$ cat src/source/stepper_pkg.sv
package stepper_pkg;

	// one byte, the base width for the command fields.
	parameter int BYTE_BITS = 8;

	// signed step count, msb is the direction.
	parameter int COUNT_BITS = BYTE_BITS;

	// pulse width in prescaler ticks.
	parameter int WIDTH_BITS = BYTE_BITS;

	// prescaler divisor, tick period is divisor plus one.
	parameter int DIV_BITS = 16;

	// sequencer states.
	// a step is one high phase followed by one low phase.
	typedef enum logic [1:0] {
		ST_IDLE = 2'd0, // waiting for a trigger, done is high.
		ST_HIGH = 2'd1, // step_out high phase.
		ST_LOW  = 2'd2  // step_out low phase.
	} stepper_state_t;

endpackage : stepper_pkg

$ cat src/source/tick_gen.sv
`timescale 1ns/10ps

// free running prescaler that paces the whole controller.
// the tick is a clock enable, one clk wide, every tick_div+1 cycles.
module tick_gen #(
	parameter int DIV_BITS = stepper_pkg::DIV_BITS
) (
	input  logic                clk,
	input  logic                reset,
	input  logic [DIV_BITS-1:0] tick_div,
	output logic                tick
);

	logic [DIV_BITS-1:0] div_cnt; // runs 0 .. tick_div.

	always_ff @(posedge clk) begin
		if (reset) begin
			div_cnt <= '0;
			tick    <= 1'b0; // no tick straight out of reset.
		end
		else begin
			// >= so that a smaller tick_div written at run time
			// wraps at once instead of running through the full range.
			if (div_cnt >= tick_div) begin
				div_cnt <= '0; // wrap.
				tick    <= 1'b1; // one cycle pulse on the wrap.
			end
			else begin
				div_cnt <= div_cnt + 1'b1; // count up.
				tick    <= 1'b0;
			end
		end
	end

endmodule : tick_gen

$ cat src/source/stepper_fsm.sv
`timescale 1ns/10ps

// sequencer for the step pulses.
// moves only on prescaler ticks, the pulse generator does all the counting
// and reports back through cmd_null, phase_end and last_step.
module stepper_fsm (
	input  logic                       clk,
	input  logic                       reset,
	input  logic                       tick,
	input  logic                       trigger,
	input  logic                       abort,
	input  logic                       cmd_null,
	input  logic                       phase_end,
	input  logic                       last_step,
	output stepper_pkg::stepper_state_t state,
	output logic                       start
);

	import stepper_pkg::*;

	stepper_state_t next_state; // combinational next state.

	// accept a trigger only on a tick while idle, and only for a real command.
	// a null command just leaves the machine idle.
	assign start = tick && trigger && (state == ST_IDLE) && !cmd_null;

	always_comb begin
		next_state = state; // hold by default.
		case (state)
			ST_IDLE: begin
				if (start) begin
					next_state = ST_HIGH; // first step begins.
				end
			end
			ST_HIGH: begin
				if (tick) begin
					if (abort) begin
						next_state = ST_IDLE; // stop mid pulse.
					end
					else if (phase_end) begin
						next_state = ST_LOW; // high time is over.
					end
				end
			end
			ST_LOW: begin
				if (tick) begin
					if (abort) begin
						next_state = ST_IDLE; // stop between pulses.
					end
					else if (phase_end) begin
						// last low phase ends the sequence
						if (last_step) begin
							next_state = ST_IDLE;
						end
						else begin
							next_state = ST_HIGH; // next step.
						end
					end
				end
			end
			default: begin
				next_state = ST_IDLE; // unused encoding, recover.
			end
		endcase
	end

	always_ff @(posedge clk) begin
		if (reset) begin
			state <= ST_IDLE;
		end
		else begin
			state <= next_state;
		end
	end

endmodule : stepper_fsm

$ cat src/source/step_pulse_gen.sv
`timescale 1ns/10ps

// datapath of the controller.
// holds the latched command, the width timer and the step counter, and
// produces the step, dir and done outputs from the sequencer state.
module step_pulse_gen #(
	parameter int COUNT_BITS = stepper_pkg::COUNT_BITS,
	parameter int WIDTH_BITS = stepper_pkg::WIDTH_BITS
) (
	input  logic                       clk,
	input  logic                       reset,
	input  logic                       tick,
	input  logic                       start,
	input  stepper_pkg::stepper_state_t state,
	input  logic [COUNT_BITS-1:0]      num_steps,
	input  logic [WIDTH_BITS-1:0]      pulse_width,
	output logic                       cmd_null,
	output logic                       phase_end,
	output logic                       last_step,
	output logic                       step_out,
	output logic                       dir,
	output logic                       done
);

	import stepper_pkg::*;

	logic [COUNT_BITS-1:0] saved_steps; // latched signed count.
	logic [WIDTH_BITS-1:0] saved_width; // latched width in ticks.
	logic [COUNT_BITS:0]   ext_steps;   // sign extended count.
	logic [COUNT_BITS:0]   abs_steps;   // magnitude, one bit wider.
	logic [WIDTH_BITS-1:0] width_cnt;   // ticks into the current phase.
	logic [COUNT_BITS:0]   step_cnt;    // finished high phases.
	logic                  busy;        // a sequence is running.

	assign busy = (state != ST_IDLE);

	// the command is checked live at the inputs, before it is latched.
	assign cmd_null = (num_steps == '0) || (pulse_width == '0);

	// one extra bit so that the most negative count has a magnitude.
	assign ext_steps = {saved_steps[COUNT_BITS-1], saved_steps};

	always_comb begin
		abs_steps = ext_steps; // positive, use as is.
		if (saved_steps[COUNT_BITS-1]) begin
			abs_steps = (~ext_steps) + 1'b1; // two's complement negate.
		end
	end

	// phase lasts saved_width ticks, timer starts at one.
	assign phase_end = tick && busy && (width_cnt == saved_width);

	// compared at the end of a low phase, after the high phase counted.
	assign last_step = (step_cnt == abs_steps);

	// command latch.
	always_ff @(posedge clk) begin
		if (start) begin
			saved_steps <= num_steps;
			saved_width <= pulse_width;
		end
	end

	// width timer and step counter.
	always_ff @(posedge clk) begin
		if (reset) begin
			width_cnt <= WIDTH_BITS'(1);
			step_cnt  <= '0;
		end
		else if (start) begin
			width_cnt <= WIDTH_BITS'(1); // fresh sequence.
			step_cnt  <= '0;
		end
		else if (tick && busy) begin
			if (phase_end) begin
				width_cnt <= WIDTH_BITS'(1); // restart for the next phase.
				// a step is counted when its high half ends
				if (state == ST_HIGH) begin
					step_cnt <= step_cnt + 1'b1;
				end
			end
			else begin
				width_cnt <= width_cnt + 1'b1; // one more tick in this phase.
			end
		end
	end

	// registered outputs, one cycle behind the state.
	always_ff @(posedge clk) begin
		if (reset) begin
			step_out <= 1'b0;
			done     <= 1'b1; // idle after reset.
			dir      <= 1'b0;
		end
		else begin
			step_out <= (state == ST_HIGH);
			done     <= (state == ST_IDLE);
			if (start) begin
				dir <= num_steps[COUNT_BITS-1]; // sign of the new count.
			end
		end
	end

endmodule : step_pulse_gen

$ cat src/source/stepper_top.sv
`timescale 1ns/10ps

// single axis stepper pulse controller.
// prescaler, sequencer and pulse datapath, wired together.
module stepper_top #(
	parameter int COUNT_BITS = stepper_pkg::COUNT_BITS,
	parameter int WIDTH_BITS = stepper_pkg::WIDTH_BITS,
	parameter int DIV_BITS   = stepper_pkg::DIV_BITS
) (
	input  logic                  clk,
	input  logic                  reset,
	input  logic [DIV_BITS-1:0]   tick_div,
	input  logic                  trigger,
	input  logic                  abort,
	input  logic [COUNT_BITS-1:0] num_steps,
	input  logic [WIDTH_BITS-1:0] pulse_width,
	output logic                  step_out,
	output logic                  dir,
	output logic                  done
);

	import stepper_pkg::*;

	logic           tick;      // clock enable from the prescaler.
	logic           start;     // latch strobe to the datapath.
	logic           cmd_null;  // live command has nothing to do.
	logic           phase_end; // current phase is over.
	logic           last_step; // all steps sent.
	stepper_state_t state;     // sequencer state.

	tick_gen #(
		.DIV_BITS(DIV_BITS)
	) i_tick_gen (
		.clk     (clk),
		.reset   (reset),
		.tick_div(tick_div),
		.tick    (tick)
	);

	stepper_fsm i_fsm (
		.clk      (clk),
		.reset    (reset),
		.tick     (tick),
		.trigger  (trigger),
		.abort    (abort),
		.cmd_null (cmd_null),
		.phase_end(phase_end),
		.last_step(last_step),
		.state    (state),
		.start    (start)
	);

	step_pulse_gen #(
		.COUNT_BITS(COUNT_BITS),
		.WIDTH_BITS(WIDTH_BITS)
	) i_pulse_gen (
		.clk        (clk),
		.reset      (reset),
		.tick       (tick),
		.start      (start),
		.state      (state),
		.num_steps  (num_steps),
		.pulse_width(pulse_width),
		.cmd_null   (cmd_null),
		.phase_end  (phase_end),
		.last_step  (last_step),
		.step_out   (step_out),
		.dir        (dir),
		.done       (done)
	);

endmodule : stepper_top

$ cat config.mk
export PLATFORM = sky130hd
export DESIGN_NAME = stepper_top
export DESIGN_NICKNAME = d
export VERILOG_FILES = /design/src/source/stepper_pkg.sv /design/src/source/tick_gen.sv /design/src/source/stepper_fsm.sv /design/src/source/step_pulse_gen.sv /design/src/source/stepper_top.sv
export SDC_FILE = /design/constraint.sdc
export NUM_CORES = 1
export LEC_CHECK = 0
export BUFFER_PORTS_ARGS = -buffer_cell sky130_fd_sc_hd__buf_2
export CAP_MARGIN = 20
export CORE_MARGIN = 3
export CORE_UTILIZATION = 45
export DETAILED_ROUTE_END_ITERATION = 10
export HOLD_SLACK_MARGIN = 0.12
export PLACE_DENSITY = 0.72
export SETUP_SLACK_MARGIN = 0.1
export SYNTH_ARGS = -nofsm -noshare
export SYNTH_HDL_FRONTEND = slang
export SYNTH_SLANG_ARGS = --single-unit
$ cat constraint.sdc
create_clock -name clk -period 2.3 [get_ports clk]
set_input_delay 0.115 -clock clk [delete_from_list [all_inputs] [get_ports clk]]
set_output_delay 0.115 -clock clk [all_outputs]
set_load 0.02 [all_outputs]
* Word-level counts from Yosys, hierarchy flattened
Cells that the tools add are included.
** Storage, ports and cells
- Register bits after elaboration :: 55
- Logic and storage cells :: 52
** Operators by class
- Add/sub/neg operators :: 4
- $lt $le $gt $ge :: 1
- Equality and inequality tests :: 9
- Muxes and demuxes :: 12
- Bitwise operators :: 1
- Reduce and logical (&&, ||, !) cells :: 15
** Operator list (number)
- adder 9 x 1 -> 9 bit (second input constant) :: 2
- adder 16 x 1 -> 16 bit (second input constant) :: 1
- >= comparator 16 bit :: 1
- zero test 8 bit :: 2
- 2-to-1 mux 2 bit :: 7
- == test 9 bit :: 1
- 2-to-1 mux 9 bit :: 1
- NOT 9 bit :: 1
- adder 8 x 1 -> 8 bit (second input constant) :: 1
- == test 8 bit :: 1
- 2-to-1 mux 8 bit :: 1
- inequality test 3 x 2 -> 1 bit (second input constant) :: 2
- one-hot mux 2 bit (3 select lines) :: 1
- logical AND 1 bit :: 5
- AND reduction 5 bit :: 1
- inequality test 2 bit (second input constant) :: 2
- OR reduction 2 bit :: 2
- AND reduction 3 bit :: 1
- == test 2 x 1 -> 1 bit (second input constant) :: 1
- == test 2 bit (second input constant) :: 1
- zero test 2 bit :: 1
- 2-to-1 mux 1 bit :: 2
- inequality test 2 x 1 -> 1 bit (second input constant) :: 1
- nonzero test 2 bit :: 1
- other kinds (2) :: 2

* Depth between registers and ports, before layout
Gate-level depths: netlist of the first run.
- Word-level depth :: 9
- Mapped depth :: 9

* Modules after synthesis
Synthesis of the first run repeated with hierarchy kept, for this count alone.
** Second synthesis, totals
- Cells, all modules :: 312
- Area, all modules :: 3093.0 sq um
** By module, submodules not included
- step_pulse_gen :: instances 1, cells an instance 167, area each 1751.7 sq um
- tick_gen :: instances 1, cells an instance 130, area each 1209.9 sq um
- stepper_fsm :: instances 1, cells an instance 15, area each 131.4 sq um

* Worst setup path before layout of the first run
OpenSTA, ideal clock, no wires.
- Path type :: reg-to-reg
- Start point :: register i_tick_gen.div_cnt[3]
- End point :: register i_tick_gen.div_cnt[10]
- Arrival time :: 1.700 ns
- Required time :: 2.222 ns
- Path slack :: 0.522 ns
- Stages on the path, launching flop included :: 9
- Path buffers :: 1
- Clock period less this slack :: 1.778 ns
- Cells stage by stage :: dfxtp_1 ha_1 a211o_1 a21oi_1 o21ai_1 a41oi_1 o21ai_2 buf_6 nor3_1
** Between the ends
- Longest elaborated chain between the ends :: 2
- Elaborated cells between the ends (all ways) :: 3
- Classes of those cells :: add/sub (1); order compare (1); reduce/logical (1)
** RTL lines
- start, declared :: line tick_gen.sv:14 : logic [DIV_BITS-1:0] div_cnt;
- start signal, assigned :: line tick_gen.sv:29 : div_cnt <= div_cnt + 1'b1;
- >= comparator 16 bit :: line tick_gen.sv:24 : if (div_cnt >= tick_div) begin
- OR reduction 2 bit (no source line)
Several ways; a longest one is shown, not always the timed one.
A chain may end at the register's enable or synchronous reset.

* Final worst setup path of the first run
- Start point :: register i_tick_gen.div_cnt[3]
- End point :: register i_tick_gen.div_cnt[14]
The elaborated chain is that of the path after synthesis.

==> flow_metrics.env, run 1 <==
export IMPL_ff2ff_path_depth=7
export IMPL_synth_cells=298
export IMPL_rsz0062_at_grt="no"
export IMPL_htree_levels=2
export IMPL_grt_first_pass_wirelength_mm=9.908
export IMPL_netlist_area_mm2=0.002877
export IMPL_finalSetupViolations=0
export IMPL_hold_violations=0
export IMPL_worst_slew_pin_slew_ps=456.5
export IMPL_synth_fp_nets=354
export IMPL_cts_buffers=5
export IMPL_fin_skew_ps=9.650
export IMPL_end_kind="flip-flop"
export IMPL_power_per_cell_area_mw_per_mm2=516.8
export IMPL_die_area_mm2=0.007387
export IMPL_postSynthAreaPerCell_um2=9.653
export IMPL_viasPerCell=5.109
export IMPL_grtUsageTotal_pct=16.78
export IMPL_ys_flop_type="dfxtp_1"
export IMPL_core_region_area_mm2=0.006061
export IMPL_fin_util_pct=56.69
export IMPL_worstSetupPathType="reg -> reg"
export IMPL_ant_nets=0
export IMPL_grt_start_max_net_pins=24
export IMPL_routabilityCongestion=0.7916
export IMPL_setup_slack_ps=317.3
export IMPL_rrSetupSlack_ps=320
export IMPL_antenna_cells=0
export IMPL_hold_path_class="in -> reg"
export IMPL_async_flop_share_pct=0
export IMPL_hold_path_end="i_fsm.state[0]"
export IMPL_ys_seq_elements=55
export IMPL_ys_types=42
export IMPL_drt_iter0_drc=68
export IMPL_cts_tree="built"
export IMPL_start_kind="flip-flop"
export IMPL_dpl_worst_slack_ps=303.5
export IMPL_die_height_um=85.95
export IMPL_finalCritPeriodShare_pct=86.21
export IMPL_wirelength_mm=5.774
export IMPL_crit_fanout=17
export IMPL_cp_required_ps=2530
export IMPL_layout_drive_gt1_share_pct=14.53
export IMPL_vdd_ir_drop_max_mv=0.2314
export IMPL_num_rows=28
export IMPL_dr_pass1_iters=4
export IMPL_clockBufferDepth=2
export IMPL_numClockSinks=55
export IMPL_io_pins=39
export IMPL_post_dp_hpwl_mm=4.095
export IMPL_ys_warn_count=0
export IMPL_area_growth_syn_to_layout_pct=19.44
export IMPL_cts_root_buf="clkbuf_8"
export IMPL_numPortBuffers=38
export IMPL_crit_arrival_ps=2210
export IMPL_drv_slew=0
export IMPL_clk_pin_slew_ps=100
export IMPL_status="finished clean"
export IMPL_r2r_end="i_tick_gen.div_cnt[14]"
export IMPL_worstHoldStart="abort"
export IMPL_maxCapViolCount=0
export IMPL_routedWlPerCell_um=13.33
export IMPL_start_util_pct=47.46
export IMPL_setup_tns_final_ps=0
export IMPL_hold_depth=4
export IMPL_relSlewSlack_pct=69.45
export IMPL_nets=413
export IMPL_dr_total_vias=2212
export IMPL_reg2reg_from="i_tick_gen.div_cnt[3]"
export IMPL_ys_seq_area_share_pct=43.85
export IMPL_synth_edf_count=16
export IMPL_p_leak_nw=1.485
export IMPL_die_x_um=85.95
export IMPL_min_period_ps=1983
export IMPL_grt_pass1_vias=2140
export IMPL_clk_latency_ps=320
export IMPL_overflow=0
export IMPL_antenna_found_initial=0
export IMPL_clock_fmax_mhz=504.4
export IMPL_drc=0
==> synth_stat cells (all sizes together), types with 8 or more instances <==
master	instances	share of area (%)
dfxtp	39	27
xor2	34	10
nor2	29	3.8
inv	21	2.7
ha	20	8.7
nor3	17	3.1
edfxtp	16	17
nand3	15	2.6
xnor2	15	4.6
nand2	14	1.8
o21ai	9	1.8
nand4	8	1.7
==> registers in the layout, indices dropped and copies added (netlist names) <==
register and count:
i_pulse_gen.saved_width 8, i_fsm.state 2, i_tick_gen.tick 1, i_pulse_gen.step_out 1, i_pulse_gen.dir 1, i_pulse_gen.width_cnt 8, i_pulse_gen.saved_steps 8, i_pulse_gen.step_cnt 9
i_pulse_gen.done 1, i_tick_gen.div_cnt 16
==> how the worst max path moves through the flow <==
stage | start | endpoint | cells past startpoint
3_5_place_dp | i_tick_gen.div_cnt[0] | i_tick_gen.div_cnt[14] | 8
4_1_cts | i_tick_gen.div_cnt[0] | i_tick_gen.div_cnt[14] | 8
6_report | i_tick_gen.div_cnt[3] | i_tick_gen.div_cnt[14] | 7
5_1_grt | i_tick_gen.div_cnt[3] | i_tick_gen.div_cnt[14] | 7
3_3_place_gp | i_tick_gen.div_cnt[0] | i_tick_gen.div_cnt[1] | 8
2_1_floorplan | i_tick_gen.div_cnt[3] | i_tick_gen.div_cnt[10] | 8
==> layout make-up <==
type | count | area (µm²)
clock buffers | 5 | 68.82
repair buffers | 57 | 372.9
fillers | 525 | 2625
multi-input cells | 217 | 1513
inverters | 21 | 78.83
flip-flops and latches | 55 | 1261
well taps | 75 | 93.84
clock inverters | 3 | 47.55
==> cell families (layout without fill, tap and decap cells) <==
| group | Yosys count | after routing | share of synthesized area (%) |
|---|---|---|---|
| fa+ha+maj | 20 | 20 | 8.699 |
| compound gates | 32 | 32 | 7.351 |
| xor+xnor | 49 | 49 | 14.92 |
| flops | 55 | 55 | 43.85 |
| simple gates | 113 | 113 | 20.31 |
| mux | 3 | 3 | 1.044 |
| buf+inv | 26 | 86 | 3.828 |
==> worst max-delay path, cell delays in order (launching register included) <==
cell and delay (ps):
dfxtp_1 420, ha_1 270, a211o_1 290, a21oi_1 100, o21ai_1 80, a41oi_1 310
o21ai_4 190, nor3_1 240
==> power breakdown <==
group	internal (mW)	leakage (nW)	switching, mW
Combinational	0.0601	0.968	0.0491
Sequential	1.00	0.458	0.00547
Clock	0.330	0.0587	0.331
==> cell usage in the layout (no fill, tap or decap), drive strengths merged, types with 4 or more instances in the layout <==
master and n:
nor2 29, xnor2 15, nand3 15, xor2 34, edfxtp 16, a21oi 7, clkbuf 5, inv 22
ha 20, o21ai 9, nand2b 4, nand2 14, buf 41, nor3 17, dfxtp 39, nand4 8
and3 7, and4 5, dlygate4sd3 16, nor4 6
==> per-stage QoR <==
stage                     cell area, µm²  total power, mW  hold slack, ps  instances
after floorplan                     2877            1.068           186.6        298
after global placement              3152            1.112           309.4        409
after detailed placement            3152            1.114           307.9        409
after CTS                           3428            1.795           139.1        433
after global routing                3436            1.845           161.0        433
final                               3436            1.776           152.4        433
==> routing by layer <==
layer  share of wire (%)  routed length, µm  vias to the layer above  GRT usage [%]
met5                   0                  0                        -              0
met2                  49               2814                       41          28.31
met3                 3.2                183                        6          3.266
met4                 1.1                 65                        0          6.043
li1                    -                  -                     1161              -
met1                  47               2711                     1004          21.27
==> repair_timing <==
action | CTS | global route
hold buffers | 16 | 0
buffers inserted | 0 | 0
gates resized for setup | 0 | 1
endpoints found under the hold margin | 17 | 0
setup endpoints to repair | 0 | 3
(Power assumes the default switching activity.)
==> inputs of run 2 (changes only) <==
==> constraint.sdc (replaced) <==
create_clock -name clk -period 2.3 [get_ports clk]
set_input_delay 0.23 -clock clk [delete_from_list [all_inputs] [get_ports clk]]
set_output_delay 0.23 -clock clk [all_outputs]
set_load 0.02 [all_outputs]
==> run 2 against run 1 <==
  * Global-route usage down 0.71 points
  * Final area about the same
  * Wire length down 1.2%
  * Core utilization about the same
  * Total power up 4.0%
  * Critical endpoint is now i_tick_gen.div_cnt[8]
  * Clock-buffer cell count up 1
  * Flip-flop and latch count unchanged
  * Combinational power about the same
  * Clock power up 11%
  * Critical path type unchanged
  * Via count down 0.59%
  * Sequential power about the same
  * Setup slack better by 1.6 ps
==> flow_metrics.env, run 2 (synthesis results as in run 1) <==
export IMPL_grt_start_max_net_pins=24
export IMPL_grt_pass1_vias=2134
export IMPL_power_per_cell_area_mw_per_mm2=537.6
export IMPL_overflow=0
export IMPL_largest_reg_flops=16
export IMPL_die_x_um=85.95
export IMPL_cts_tree="built"
export IMPL_maxCapViolCount=0
export IMPL_largestRegisters="i_tick_gen.div_cnt: 16 flops, i_pulse_gen.step_cnt: 9 flops"
export IMPL_end_kind="flip-flop"
export IMPL_grtUsageTotal_pct=16.08
export IMPL_cp_slowest_cell="dfxtp_1"
export IMPL_cts_root_buf="clkbuf_8"
export IMPL_nets=412
export IMPL_hold_path_class="in -> reg"
export IMPL_worst_slew_pin_slew_ps=678.6
export IMPL_clk_pin_slew_ps=90
export IMPL_cp_required_ps=2520
export IMPL_fillers=532
export IMPL_dpl_worst_slack_ps=320.0
export IMPL_layout_drive_gt1_share_pct=14.29
export IMPL_path_buf_inv=0
export IMPL_io_pins=39
export IMPL_setup_tns_final_ps=0
export IMPL_status="finished clean"
export IMPL_clockBufferDepth=2
export IMPL_antenna_cells=0
export IMPL_rsz0062_at_grt="no"
export IMPL_die_height_um=85.95
export IMPL_fin_skew_ps=6.262
export IMPL_grt_first_pass_wirelength_mm=9.604
export IMPL_min_period_ps=1981
export IMPL_relSlewSlack_pct=54.75
export IMPL_final_cell_mix="dfxtp_1, buf_2, xor2_1"
export IMPL_critical_path_top_delay_family="compound AO/OA/AOI/OAI gates"
export IMPL_area_growth_syn_to_layout_pct=19.40
export IMPL_drc=0
export IMPL_core_region_area_mm2=0.006061
export IMPL_cts_setup_buffers=0
export IMPL_hold_violations=0
export IMPL_path_cells="ha_1 > a211o_1 > a21oi_1 > o21ai_1 > a41oi_1 > o21ai_2 > nor3_1"
export IMPL_crit_fanout=17
export IMPL_numClockSinks=55
export IMPL_final_common_cell="dfxtp_1"
export IMPL_numPortBuffers=38
export IMPL_vdd_ir_drop_max_mv=0.3162
export IMPL_antenna_found_initial=0
export IMPL_start_util_pct=47.46
export IMPL_drv_slew=0
export IMPL_wirelength_mm=5.707
export IMPL_slowest_delay_ps=410
export IMPL_num_rows=28
export IMPL_dr_pass1_iters=4
export IMPL_hold_depth=1
export IMPL_dr_total_vias=2199
export IMPL_clock_fmax_mhz=504.8
export IMPL_die_area_mm2=0.007387
export IMPL_crit_arrival_ps=2200
export IMPL_ff2ff_path_depth=7
export IMPL_post_dp_hpwl_mm=4.103
export IMPL_finalCritPeriodShare_pct=86.14
export IMPL_setup_slack_ps=318.9
export IMPL_ant_nets=0
export IMPL_largest_register="i_tick_gen.div_cnt"
export IMPL_viasPerCell=5.090
export IMPL_worstSetupPathType="reg -> reg"
export IMPL_clk_latency_ps=300
export IMPL_p_leak_nw=1.487
export IMPL_drt_iter0_drc=80
export IMPL_routedWlPerCell_um=13.21
export IMPL_cts_buffers=5
export IMPL_htree_levels=2
export IMPL_cp_depth=7
export IMPL_start_kind="flip-flop"
export IMPL_finalSetupViolations=0
export IMPL_routabilityCongestion=0.8092
-- run 2: final cells by class --
cell class              instances  area, µm²  share of cell area, %
flip-flops and latches         55       1261                  36.72
inverters                      21      78.83                  2.295
repair buffers                 56      362.8                  10.56
clock buffers                   6      72.57                  2.113
clock inverters                 2      60.06                  1.749
multi-input cells             217       1505                  43.83
well taps                      75      93.84                  2.732
-- run 2: routing by layer --
| metal | part of all wire, % | global-route usage [%] | up-vias | routed length (µm) |
|---|---|---|---|---|
| met5 | 0 | 0 | - | 0 |
| met4 | 1.2 | 3.885 | 0 | 68 |
| met3 | 3.6 | 3.170 | 6 | 207 |
| met2 | 48 | 28.24 | 36 | 2748 |
| met1 | 47 | 20.18 | 993 | 2683 |
| li1 | - | - | 1164 | - |
-- run 2: worst paths after layout --
path | startpoint | end | slack [ps]
max | i_tick_gen.div_cnt[3] | i_tick_gen.div_cnt[8] | 320
min | num_steps[7] | i_pulse_gen.saved_steps[7] | 150
max reg2reg | i_tick_gen.div_cnt[3] | i_tick_gen.div_cnt[8] | 320
min reg2reg | i_tick_gen.div_cnt[0] | i_tick_gen.div_cnt[0] | 510
-- run 2: where the power goes --
| group | switching, mW | internal [mW] | total [mW] |
|---|---|---|---|
| combinational | 0.0483 | 0.0591 | 0.107 |
| clock | 0.299 | 0.435 | 0.734 |
| sequential | 0.00578 | 0.999 | 1.01 |
| total | 0.353 | 1.49 | 1.85 |
-- run 2: stage by stage --
stage	util (%)	hold slack [ps]	instances	power, mW	cell area, µm²
after floorplan	-	301.6	298	1.068	2877
after global placement	52.00	423.9	409	1.111	3152
after detailed placement	52.00	426.4	409	1.115	3152
after CTS	56.50	128.6	431	1.860	3425
after global routing	56.67	138.2	432	1.912	3435
final	56.67	145.6	432	1.846	3435
-- run 2: timing repair --
item	4_1_cts	5_1_grt
endpoints found under the setup margin	0	0
resized for setup	0	0
hold endpoints to repair	14	1
hold buffers	14	1
==> inputs of run 3 (changes only) <==
Settings changed: PLACE_DENSITY 0.72 to unset, PLACE_DENSITY_LB_ADDON set to 0.3.
==> run 3 against run 2 <==
  * Sequential power about the same
  * Die area unchanged
  * Total power decreased by 3.3%
  * Clock skew about the same
  * First-iteration DRC count increased by 75%
  * Hold slack improved by 140 ps
  * Flip-flop and latch count unchanged
  * Setup slack improved by 15 ps
==> flow_metrics.env, run 3 (synthesis results as in run 1) <==
export IMPL_status="finished clean"
export IMPL_largest_register="i_tick_gen.div_cnt"
export IMPL_dpl_worst_slack_ps=346.2
export IMPL_grt_busiest_layer="met2"
export IMPL_cp_required_ps=2500
export IMPL_numPortBuffers=38
export IMPL_hold_path_class="in -> reg"
export IMPL_cts_tree="built"
export IMPL_hold_buffers=16
export IMPL_largest_reg_flops=16
export IMPL_internal_power_mw=1.392
export IMPL_post_dp_hpwl_mm=4.179
export IMPL_numClockSinks=55
export IMPL_htree_levels=2
export IMPL_finalSetupViolations=0
export IMPL_start_util_pct=47.46
export IMPL_vdd_ir_drop_max_mv=0.2509
export IMPL_overflow=0
export IMPL_clock_fmax_mhz=508.7
export IMPL_antenna_cells=0
export IMPL_clk_pin_slew_ps=100
export IMPL_cts_root_buf="clkbuf_8"
export IMPL_ant_nets=0
export IMPL_maxCapViolCount=0
export IMPL_die_area_mm2=0.007387
export IMPL_area_growth_syn_to_layout_pct=19.44
export IMPL_switchingPower_mw=0.3926
export IMPL_wirelength_mm=5.834
export IMPL_use_met1_pct=21.87
export IMPL_crit_fanout=17
export IMPL_p_clk_share_pct=37.4
export IMPL_fin_util_pct=56.69
export IMPL_num_rows=28
export IMPL_p_leak_nw=1.490
export IMPL_grt_first_pass_wirelength_mm=9.818
export IMPL_use_met2_pct=27.75
export IMPL_drt_iter0_drc=140
export IMPL_layout_drive_gt1_share_pct=14.76
export IMPL_die_height_um=85.95
export IMPL_clockBufferDepth=2
export IMPL_gr_usage_met3_pct=3.266
export IMPL_end_kind="flip-flop"
export IMPL_drc=0
export IMPL_worstHoldStart="abort"
export IMPL_grtUsageTotal_pct=16.62
export IMPL_drv_slew=0
export IMPL_start_kind="flip-flop"
export IMPL_hold_violations=0
export IMPL_cts_resized_gates=0
export IMPL_p_sw_share_pct=22.00
export IMPL_antenna_found_initial=0
export IMPL_worstSetupPathType="reg -> reg"
export IMPL_largestRegisters="i_tick_gen.div_cnt: 16 flops, i_pulse_gen.step_cnt: 9 flops"
export IMPL_crit_arrival_ps=2160
export IMPL_clk_latency_ps=310
export IMPL_die_x_um=85.95
export IMPL_io_pins=39
export IMPL_worst_slew_pin_slew_ps=686.1
export IMPL_rsz0062_at_grt="no"
export IMPL_reg2reg_from="i_tick_gen.div_cnt[3]"
export IMPL_seqPwrFrac_pct=56.3
export IMPL_dr_pass1_iters=4
export IMPL_setup_slack_ps=334.2
export IMPL_viasPerCell=5.177
export IMPL_finalCritPeriodShare_pct=85.47
export IMPL_routabilityCongestion=0.7682
export IMPL_setup_tns_final_ps=0
export IMPL_routedWlPerCell_um=13.44
export IMPL_min_period_ps=1966
export IMPL_critPathLaunch="i_tick_gen.div_cnt[3]"
export IMPL_grt_pass1_vias=2070
export IMPL_power_per_cell_area_mw_per_mm2=519.4
export IMPL_p_comb_share_pct=6.3
export IMPL_core_region_area_mm2=0.006061
export IMPL_final_cell_mix="dfxtp_1, buf_2, xor2_1"
export IMPL_relSlewSlack_pct=54.26
export IMPL_cts_buffers=5
export IMPL_final_common_cell="dfxtp_1"
export IMPL_dr_total_vias=2247
export IMPL_fin_skew_ps=5.961
export IMPL_rrSetupSlack_ps=330
export IMPL_nets=414
export IMPL_cts_setup_buffers=0
export IMPL_grt_start_max_net_pins=24
## run 3: cell types whose count changed in the layout (fill, tap and decap cells not counted)
cell	change
buf_4	+1
bufinv_16	-1
clkbuf_1	-1
clkinv_4	+1
dlygate4sd3_1	+1
inv_6	+1
## run 3: layout make-up
cell class	count	area, µm²
Timing Repair Buffer	58	380.4
Fill cell	551	2625
Multi-Input combinational cell	217	1505
Clock buffer	5	68.82
Sequential cell	55	1261
Inverter	21	78.83
Clock inverter	3	47.55
Tap cell	75	93.84
## run 3: power groups by stage
stage               Sequential, mW  Clock [mW]  Combinational, mW
finish                        1.00       0.668              0.113
global route                  1.01       0.712              0.128
floorplan                     1.03           0             0.0416
global placement              1.03           0             0.0886
CTS                           1.00       0.674              0.111
detailed placement            1.03           0             0.0892
## run 3: worst paths after layout
check	end	depth (start not counted)
worst max-delay path	i_tick_gen.tick	7
worst min-delay path	i_fsm.state[0]	4
worst max register to register	i_tick_gen.tick	7
worst min register to register	i_tick_gen.div_cnt[0]	1
## run 3: worst max-delay path: stages (launching register included)
cell and delay (ps):
dfxtp_1 420, ha_1 270, a211o_1 290, a21oi_1 110, o21ai_1 80, a41oi_1 240
o21ai_2 240, nor2b_1 200
## run 3: through the flow
| step | std cells | cell area (µm²) | hold slack (ps) | power [mW] |
|---|---|---|---|---|
| finish | 434 | 3436 | 289.6 | 1.785 |
| global route | 434 | 3436 | 302.1 | 1.845 |
| floorplan | 298 | 2877 | 301.6 | 1.068 |
| CTS | 434 | 3436 | 271.8 | 1.789 |
| global placement | 410 | 3159 | 425.1 | 1.115 |
| detailed placement | 410 | 3159 | 424.8 | 1.115 |
## run 3: per-layer routing
metal	wire (µm)	vias to the layer above
li1	-	1161
met1	2626	1039
met2	2911	41
met3	225	6
met4	70	0
met5	0	-
